$ cat src/block_sync_pkg.sv
package block_sync_pkg;

	// block geometry
	localparam int BLOCK_BITS   = 66;
	localparam int PAYLOAD_BITS = 64;

	// offset search, 0 .. MAX_INDEX
	localparam int INDEX_BITS = 7;
	localparam int MAX_INDEX  = 65;

	// window timer and invalid header counter
	localparam int WINDOW_BITS  = 11;
	localparam int INVALID_BITS = 4;

	// one deserializer word, bit 0 received first
	typedef logic [BLOCK_BITS-1:0] raw_word_t;

	typedef enum logic
	{
		ST_UNLOCKED = 1'b0,
		ST_LOCKED   = 1'b1
	} lock_state_e;

	// follows bit 1 of the sync header (01 data, 10 control)
	typedef enum logic
	{
		BT_DATA = 1'b0,
		BT_CTRL = 1'b1
	} blk_type_e;

	// aligned block as it leaves the receiver
	typedef struct packed
	{
		blk_type_e                blk_type;
		logic [PAYLOAD_BITS-1:0]  payload;
	} rx_block_t;

	// run-time lock configuration
	typedef struct packed
	{
		logic [WINDOW_BITS-1:0]  unlocked_limit; // good headers needed to lock
		logic [WINDOW_BITS-1:0]  locked_limit;   // locked window length in words
		logic [INVALID_BITS-1:0] invalid_limit;  // bad headers per window to unlock
	} sync_cfg_t;

endpackage

$ cat src/block_lock_fsm.sv
`timescale 1ns/1ps

module block_lock_fsm
(
	input  logic                                    i_clock,
	input  logic                                    i_arst_n,
	input  logic                                    i_accept,
	input  logic                                    i_signal_ok,
	input  logic                                    i_sh_ok,
	input  block_sync_pkg::sync_cfg_t               i_cfg,
	output block_sync_pkg::lock_state_e             o_state,
	output logic [block_sync_pkg::INDEX_BITS-1:0]   o_search_index,
	output logic [block_sync_pkg::INDEX_BITS-1:0]   o_block_index
);

	import block_sync_pkg::*;

	lock_state_e                state;
	lock_state_e                nxt_state;
	logic [INDEX_BITS-1:0]      search_index;
	logic [INDEX_BITS-1:0]      nxt_search_index;
	logic [INDEX_BITS-1:0]      block_index;
	logic [INDEX_BITS-1:0]      nxt_block_index;
	logic [WINDOW_BITS-1:0]     win_cnt;     // good headers when unlocked, words when locked
	logic [WINDOW_BITS-1:0]     nxt_win_cnt;
	logic [INVALID_BITS-1:0]    inv_cnt;
	logic [INVALID_BITS-1:0]    nxt_inv_cnt;

	// one spare bit so the compare never wraps
	logic [WINDOW_BITS:0]       win_inc;
	logic [INVALID_BITS:0]      inv_inc;
	logic                       win_done_unlocked;
	logic                       win_done_locked;
	logic                       inv_full;

	assign win_inc = {1'b0, win_cnt} + 1'b1;
	assign inv_inc = {1'b0, inv_cnt} + {{INVALID_BITS{1'b0}}, ~i_sh_ok};

	assign win_done_unlocked = (win_inc >= {1'b0, i_cfg.unlocked_limit});
	assign win_done_locked   = (win_inc >= {1'b0, i_cfg.locked_limit});
	assign inv_full          = !i_sh_ok && (inv_inc >= {1'b0, i_cfg.invalid_limit});

	always_comb
	begin
		nxt_state        = state;
		nxt_search_index = search_index;
		nxt_block_index  = block_index;
		nxt_win_cnt      = win_cnt;
		nxt_inv_cnt      = inv_cnt;

		case (state)
			ST_UNLOCKED:
			begin
				nxt_inv_cnt = '0;
				if (!i_sh_ok)
				begin
					// slip to the next offset, restart the good run
					nxt_win_cnt = '0;
					if (search_index == INDEX_BITS'(MAX_INDEX))
					begin
						nxt_search_index = '0;
					end
					else
					begin
						nxt_search_index = search_index + 1'b1;
					end
				end
				else if (win_done_unlocked)
				begin
					nxt_state       = ST_LOCKED;
					nxt_block_index = search_index; // freeze the boundary
					nxt_win_cnt     = '0;
				end
				else
				begin
					nxt_win_cnt = win_inc[WINDOW_BITS-1:0];
				end
			end

			ST_LOCKED:
			begin
				if (inv_full)
				begin
					// too many bad headers, search again from offset 0
					nxt_state        = ST_UNLOCKED;
					nxt_search_index = '0;
					nxt_win_cnt      = '0;
					nxt_inv_cnt      = '0;
				end
				else if (win_done_locked)
				begin
					nxt_win_cnt = '0; // window over, start a fresh one
					nxt_inv_cnt = '0;
				end
				else
				begin
					nxt_win_cnt = win_inc[WINDOW_BITS-1:0];
					nxt_inv_cnt = inv_inc[INVALID_BITS-1:0];
				end
			end

			default:
			begin
				nxt_state = ST_UNLOCKED;
			end
		endcase
	end

	always_ff @(posedge i_clock or negedge i_arst_n)
	begin
		if (!i_arst_n)
		begin
			state        <= ST_UNLOCKED;
			search_index <= '0;
			block_index  <= '0;
			win_cnt      <= '0;
			inv_cnt      <= '0;
		end
		else if (!i_signal_ok)
		begin
			// no signal, hold everything cleared
			state        <= ST_UNLOCKED;
			search_index <= '0;
			block_index  <= '0;
			win_cnt      <= '0;
			inv_cnt      <= '0;
		end
		else if (i_accept)
		begin
			state        <= nxt_state;
			search_index <= nxt_search_index;
			block_index  <= nxt_block_index;
			win_cnt      <= nxt_win_cnt;
			inv_cnt      <= nxt_inv_cnt;
		end
	end

	assign o_state        = state;
	assign o_search_index = search_index;
	assign o_block_index  = block_index;

endmodule

$ cat src/block_output_stage.sv
`timescale 1ns/1ps

module block_output_stage
(
	input  logic                                        i_clock,
	input  logic                                        i_arst_n,
	input  logic                                        i_raw_valid,
	input  logic                                        i_locked,
	input  block_sync_pkg::blk_type_e                   i_header_type,
	input  logic [block_sync_pkg::PAYLOAD_BITS-1:0]     i_payload,
	input  logic                                        i_blk_ready,
	output logic                                        o_raw_ready,
	output logic                                        o_accept,
	output logic                                        o_blk_valid,
	output block_sync_pkg::rx_block_t                   o_blk
);

	import block_sync_pkg::*;

	logic       blk_valid;
	rx_block_t  blk_q;
	rx_block_t  blk_d;
	logic       load;

	// room when empty or when the held block leaves this cycle
	assign o_raw_ready = !blk_valid || i_blk_ready;
	assign o_accept    = i_raw_valid && o_raw_ready;

	// only words judged under lock make a block
	assign load = o_accept && i_locked;

	always_comb
	begin
		blk_d.blk_type = i_header_type;
		blk_d.payload  = i_payload;
	end

	always_ff @(posedge i_clock or negedge i_arst_n)
	begin
		if (!i_arst_n)
		begin
			blk_valid <= 1'b0;
		end
		else if (load)
		begin
			blk_valid <= 1'b1; // refill, possibly in the same cycle as a drain
		end
		else if (i_blk_ready)
		begin
			blk_valid <= 1'b0;
		end
	end

	// payload register
	always_ff @(posedge i_clock)
	begin
		if (load)
		begin
			blk_q <= blk_d;
		end
	end

	assign o_blk_valid = blk_valid;
	assign o_blk       = blk_q;

endmodule

$ cat src/block_sync_rx.sv
`timescale 1ns/1ps

module block_sync_rx
(
	input  logic                                    i_clock,
	input  logic                                    i_arst_n,
	input  logic                                    i_signal_ok,
	input  block_sync_pkg::sync_cfg_t               i_cfg,
	input  logic                                    i_raw_valid,
	output logic                                    o_raw_ready,
	input  block_sync_pkg::raw_word_t               i_raw,
	output logic                                    o_blk_valid,
	input  logic                                    i_blk_ready,
	output block_sync_pkg::rx_block_t               o_blk,
	output logic                                    o_block_lock,
	output logic [block_sync_pkg::INDEX_BITS-1:0]   o_block_index
);

	import block_sync_pkg::*;

	logic                       accept;
	logic                       sh_ok;
	lock_state_e                state;
	logic [INDEX_BITS-1:0]      search_index;
	logic [INDEX_BITS-1:0]      block_index;
	blk_type_e                  header_type;
	logic [PAYLOAD_BITS-1:0]    payload;
	logic                       locked;

	assign locked = (state == ST_LOCKED);

	block_lock_fsm u_lock_fsm
	(
		.i_clock        (i_clock),
		.i_arst_n       (i_arst_n),
		.i_accept       (accept),
		.i_signal_ok    (i_signal_ok),
		.i_sh_ok        (sh_ok),
		.i_cfg          (i_cfg),
		.o_state        (state),
		.o_search_index (search_index),
		.o_block_index  (block_index)
	);

	sh_window_extract u_extract
	(
		.i_clock        (i_clock),
		.i_arst_n       (i_arst_n),
		.i_accept       (accept),
		.i_raw          (i_raw),
		.i_search_index (search_index),
		.i_block_index  (block_index),
		.o_sh_ok        (sh_ok),
		.o_header_type  (header_type),
		.o_payload      (payload)
	);

	block_output_stage u_out_stage
	(
		.i_clock        (i_clock),
		.i_arst_n       (i_arst_n),
		.i_raw_valid    (i_raw_valid),
		.i_locked       (locked), // state before the accepting edge
		.i_header_type  (header_type),
		.i_payload      (payload),
		.i_blk_ready    (i_blk_ready),
		.o_raw_ready    (o_raw_ready),
		.o_accept       (accept),
		.o_blk_valid    (o_blk_valid),
		.o_blk          (o_blk)
	);

	assign o_block_lock  = locked;
	assign o_block_index = block_index;

endmodule

$ cat src/sh_window_extract.sv
`timescale 1ns/1ps

module sh_window_extract
(
	input  logic                                        i_clock,
	input  logic                                        i_arst_n,
	input  logic                                        i_accept,
	input  block_sync_pkg::raw_word_t                   i_raw,
	input  logic [block_sync_pkg::INDEX_BITS-1:0]       i_search_index,
	input  logic [block_sync_pkg::INDEX_BITS-1:0]       i_block_index,
	output logic                                        o_sh_ok,
	output block_sync_pkg::blk_type_e                   o_header_type,
	output logic [block_sync_pkg::PAYLOAD_BITS-1:0]     o_payload
);

	import block_sync_pkg::*;

	// two words of stream, older one in the low half
	localparam int HIST_BITS = 2 * BLOCK_BITS;

	raw_word_t              prev_word;
	logic [HIST_BITS-1:0]   history;
	raw_word_t              search_blk;
	raw_word_t              lock_blk;
	logic [1:0]             search_sh;
	logic [1:0]             lock_sh;

	// candidate block starting at bit offset k of the history
	function automatic raw_word_t pick_block
	(
		input logic [HIST_BITS-1:0]   hist,
		input logic [INDEX_BITS-1:0]  offset
	);
		raw_word_t blk;
		blk = hist[offset +: BLOCK_BITS];
		return blk;
	endfunction

	// previous word advances only on accepted input
	always_ff @(posedge i_clock or negedge i_arst_n)
	begin
		if (!i_arst_n)
		begin
			prev_word <= '0; // stream before the first word reads as zeros
		end
		else if (i_accept)
		begin
			prev_word <= i_raw;
		end
	end

	assign history = {i_raw, prev_word};

	// search offset only feeds the header check
	assign search_blk = pick_block(history, i_search_index);
	assign search_sh  = search_blk[1:0];

	// 01 and 10 are the only legal headers
	assign o_sh_ok = search_sh[0] ^ search_sh[1];

	// frozen offset gives the block handed out while locked
	assign lock_blk = pick_block(history, i_block_index);
	assign lock_sh  = lock_blk[1:0];

	always_comb
	begin
		if (lock_sh[1])
		begin
			o_header_type = BT_CTRL; // header 10
		end
		else
		begin
			o_header_type = BT_DATA; // header 01
		end
	end

	assign o_payload = lock_blk[BLOCK_BITS-1:2];

endmodule
$ cat config.mk
export PLATFORM = sky130hd
export DESIGN_NAME = block_sync_rx
export DESIGN_NICKNAME = d
export VERILOG_FILES = /design/src/block_sync_pkg.sv /design/src/block_lock_fsm.sv /design/src/block_output_stage.sv /design/src/block_sync_rx.sv /design/src/sh_window_extract.sv
export SDC_FILE = /design/constraint.sdc
export NUM_CORES = 1
export LEC_CHECK = 0
export ABC_AREA = 0
export BUFFER_PORTS_ARGS = -buffer_cell sky130_fd_sc_hd__buf_4
export CORE_MARGIN = 3
export CORE_UTILIZATION = 50
export CTS_CLUSTER_DIAMETER = 50
export DETAILED_ROUTE_END_ITERATION = 16
export GPL_TIMING_DRIVEN = 0
export HOLD_SLACK_MARGIN = 0.12
export PLACE_DENSITY = 0.72
export SLEW_MARGIN = 10
export SYNTH_ARGS = -nofsm -noshare
export SYNTH_HDL_FRONTEND = slang
export SYNTH_SLANG_ARGS = --single-unit
$ cat constraint.sdc
create_clock -name i_clock -period 4.2 [get_ports i_clock]
set_clock_uncertainty 0.2 [all_clocks]
set_input_delay 0.42 -clock i_clock [delete_from_list [all_inputs] [get_ports i_clock]]
set_output_delay 0.42 -clock i_clock [all_outputs]
set_load 0.005 [all_outputs]
==> flow_summary.toml <==
[timing]
tns_ns = -10.93
finalWorstSetupSlack_ns = -0.664
hold_violations = 0
period_needed_ns = 4.86
holdWs_ns = 0.124
rsz0062_at_grt = "yes"
setup-violations-final = 23
max_slew_margin_pct = 38.9
worstMarginPinSlew_ns = 0.907
finalCritPeriodShare_pct = 116
timing.fmax_ghz = 0.206
slew_violations = 0

[grt]
grt-ovfl-total = 0
grt_start_max_net_pins = 98
grt_pass1_vias = 17016
antenna_found_initial = 1
grt_util_all_layers_pct = 43.5
grt_pass1_wl_microns = 115000

[setup_path]
cp_slowest_cell = "mux4_2"
worstPathArrival_ns = 5.08
crit_buf_inv = 3
crit_path_max_incr_delay_ns = 0.52
crit_fanout = 4
critPathLaunchType = "flop"
reg2reg_slack_ns = -0.66
end_kind = "flop"
crit_required_ns = 4.42
critPathTopFamily = "compound AO/OA/AOI/OAI gates"
critPathKind = "reg -> reg"
crit_chain = "buf_6, buf_6, mux4_2, mux4_2, o311ai_4, o211ai_1, xnor2_2, buf_6, ha_4, ha_4, ha_4, a21o_1, a21o_1, a221o_1, a2111oi_4, a22o_1"

[finish]
n_antenna_cell = 0
syn2layout_area_growth_pct = 22.4
layout-drive-gt1-share_pct = 33.0
stdcell_count = 2405
post-route-util_pct = 63.0
finalInstanceArea_sq_um = 20800
layout_common_cells = "347 x nand2_1, 186 x mux4_2, 184 x buf_4, 160 x mux2i_1, 136 x mux2_2"
nNetsFinal = 2078
final_common_cell = "nand2_1"

[cts]
path_clk_slew_ns = 0.08
clk_latency_ns = 0.48
cts_made_buffers = 17
clock_sinks = 162
cts_max_level = 4
cts_tree = "built"
cts_buffer_depth = 2
ctsRootBufferMaster = "clkbuf_16"

[yosys]
synth_edf_count = 65
yosys.area_share.simple_pct = 11.8
synth_fp_nets = 1796
muxShareOfSynthArea_pct = 43.3
synth_flop_cell = "dfrtp_1"
synth_seq_cells = 162
syn_area_sq_um = 17000
yosysSeqAreaShare_pct = 25.7
synthAdderAreaFrac_pct = 2.28
synth_cells = 1668
yosys_warnings = 0
synth_compound_area_share_pct = 11.2
avgSynthCellArea_sq_um = 10.2
synthXorXnorAreaFrac_pct = 0.919
yosysUniqueCellTypes = 71
synth_top_family_by_area = "multiplexers"
synthArstFlopShare_pct = 59.9

[power]
leakage_nw = 8.23
power_density_nw_per_um2 = 321
ir_drop_v = 0.000329

[place]
placed_cells = 2283
port_buffers = 171
finalWeightedCongestion = 1.06
hpwl_microns = 61800
placed_cell_area_sq_um = 19000

[die]
start_util_pct = 51.5
dieArea_sq_um = 36300
die_h_microns = 190
io_pins = 172
die_x_microns = 190
core-area_sq_um = 33000
rows = 66

[route]
drc = 0
via_count = 17347
wl_per_cell_microns = 33.0
drtAntennaViolNets = 0
drt_iter0_drc = 2534
drt-total-wl_microns = 79300
vias_per_cell = 7.21
drt_pass1_iterations = 6

[min_path]
hold_class = "in -> async"

[run_status]
status = "complete, but fails checks"
violations = "setup timing"

[job]
drv_cap = 0
## path summary, 6_finish.rpt
path                                              startpoint                 endpoint  cells after the start
min in group i_clock                             i_signal_ok    u_lock_fsm.inv_cnt[2]                      6
worst max-delay path            u_lock_fsm.o_search_index[0]    u_lock_fsm.inv_cnt[3]                     16
max in group asynchronous                           i_arst_n  u_extract.prev_word[25]                      3
worst max register to register  u_lock_fsm.o_search_index[0]    u_lock_fsm.inv_cnt[3]                     16
worst min-delay path                                i_arst_n  u_extract.prev_word[48]                      2
worst min register to register        u_extract.prev_word[0]   u_extract.prev_word[0]                      2
## power breakdown
part	switching, mW	internal, mW	total [mW]
Sequential	0.230	1.79	2.02
Combinational	1.50	1.48	2.98
Clock	0.761	0.929	1.69
Total	2.49	4.19	6.68
## layer usage
layer,vias up,GRT usage (%),share of wire [%]
li1,6923,-,-
met4,2,33.3,10
met5,-,0,0.018
met3,570,11.6,12
met1,8197,50.4,33
met2,1655,69.1,45
## Yosys cell counts, drive strengths merged, types with 6 or more instances
| cell | count | area share (%) |
|---|---|---|
| clkbuf | 77 | 1.7 |
| dfrtp | 97 | 14 |
| mux2i | 163 | 9.6 |
| mux2 | 136 | 9.0 |
| a21o | 10 | 0.44 |
| nor2b | 9 | 0.33 |
| o21ai | 116 | 3.4 |
| xnor2 | 9 | 0.51 |
| o22a | 9 | 0.46 |
| inv | 34 | 0.75 |
| xor2 | 8 | 0.41 |
| a211oi | 8 | 0.38 |
| nand3 | 11 | 0.32 |
| a21oi | 56 | 1.7 |
| a22oi | 7 | 0.31 |
| buf | 70 | 2.3 |
| mux4 | 186 | 25 |
| edfxtp | 65 | 11 |
| and3 | 6 | 0.22 |
| and2 | 6 | 0.22 |
| nor2 | 61 | 1.3 |
| ha | 31 | 2.3 |
| nand2 | 347 | 7.7 |
| o211ai | 14 | 0.62 |
| nor3 | 9 | 0.33 |
| nand2b | 10 | 0.37 |
| nand4 | 6 | 0.26 |
| o22ai | 45 | 1.7 |
## metrics by stage
stage | power, mW | worst slack [ns]
after global placement | 4.48 | -0.962
final | 6.68 | -0.664
after detailed placement | 4.51 | -1.04
after global routing | 6.86 | -0.827
after floorplan | 3.65 | -0.227
after CTS | 6.50 | -0.500
## sequential cells by signal, indices dropped and copies added (netlist names)
register	flops
u_extract.prev_word	66
u_lock_fsm.o_search_index	7
u_out_stage.o_blk_valid	1
u_lock_fsm.inv_cnt	4
u_out_stage.o_blk	65
u_lock_fsm.o_block_index	7
u_lock_fsm.o_state	1
u_lock_fsm.win_cnt	11
## cell type report
cell class	count	area, sq um
buffer	146	743
clock buffer	18	450
clock inverter	14	163
fill	2682	12200
inverter	37	139
multi-input combinational	1323	12100
sequential	162	4380
tap	442	553
timing repair buffer	263	2280
## cells by family after synthesis
group                    Yosys count
AO/OA/AOI/OAI                    307
XOR/XNOR                          17
adder cells (fa/ha/maj)           31
buffers and inverters            184
flip-flops                       162
multiplexers                     485
AND/OR/NAND/NOR                  482
## repair_timing
item / 4_1_cts / 5_1_grt
cloned: 3 / 0
pin swaps: 29 / 13
hold buffers: 68 / 0
hold endpoints to repair: 164 / 0
setup endpoints to repair: 23 / 29
buffers inserted: 16 / 4
resized for setup: 44 / 25
No activity file was read; power rests on OpenSTA's default activity.
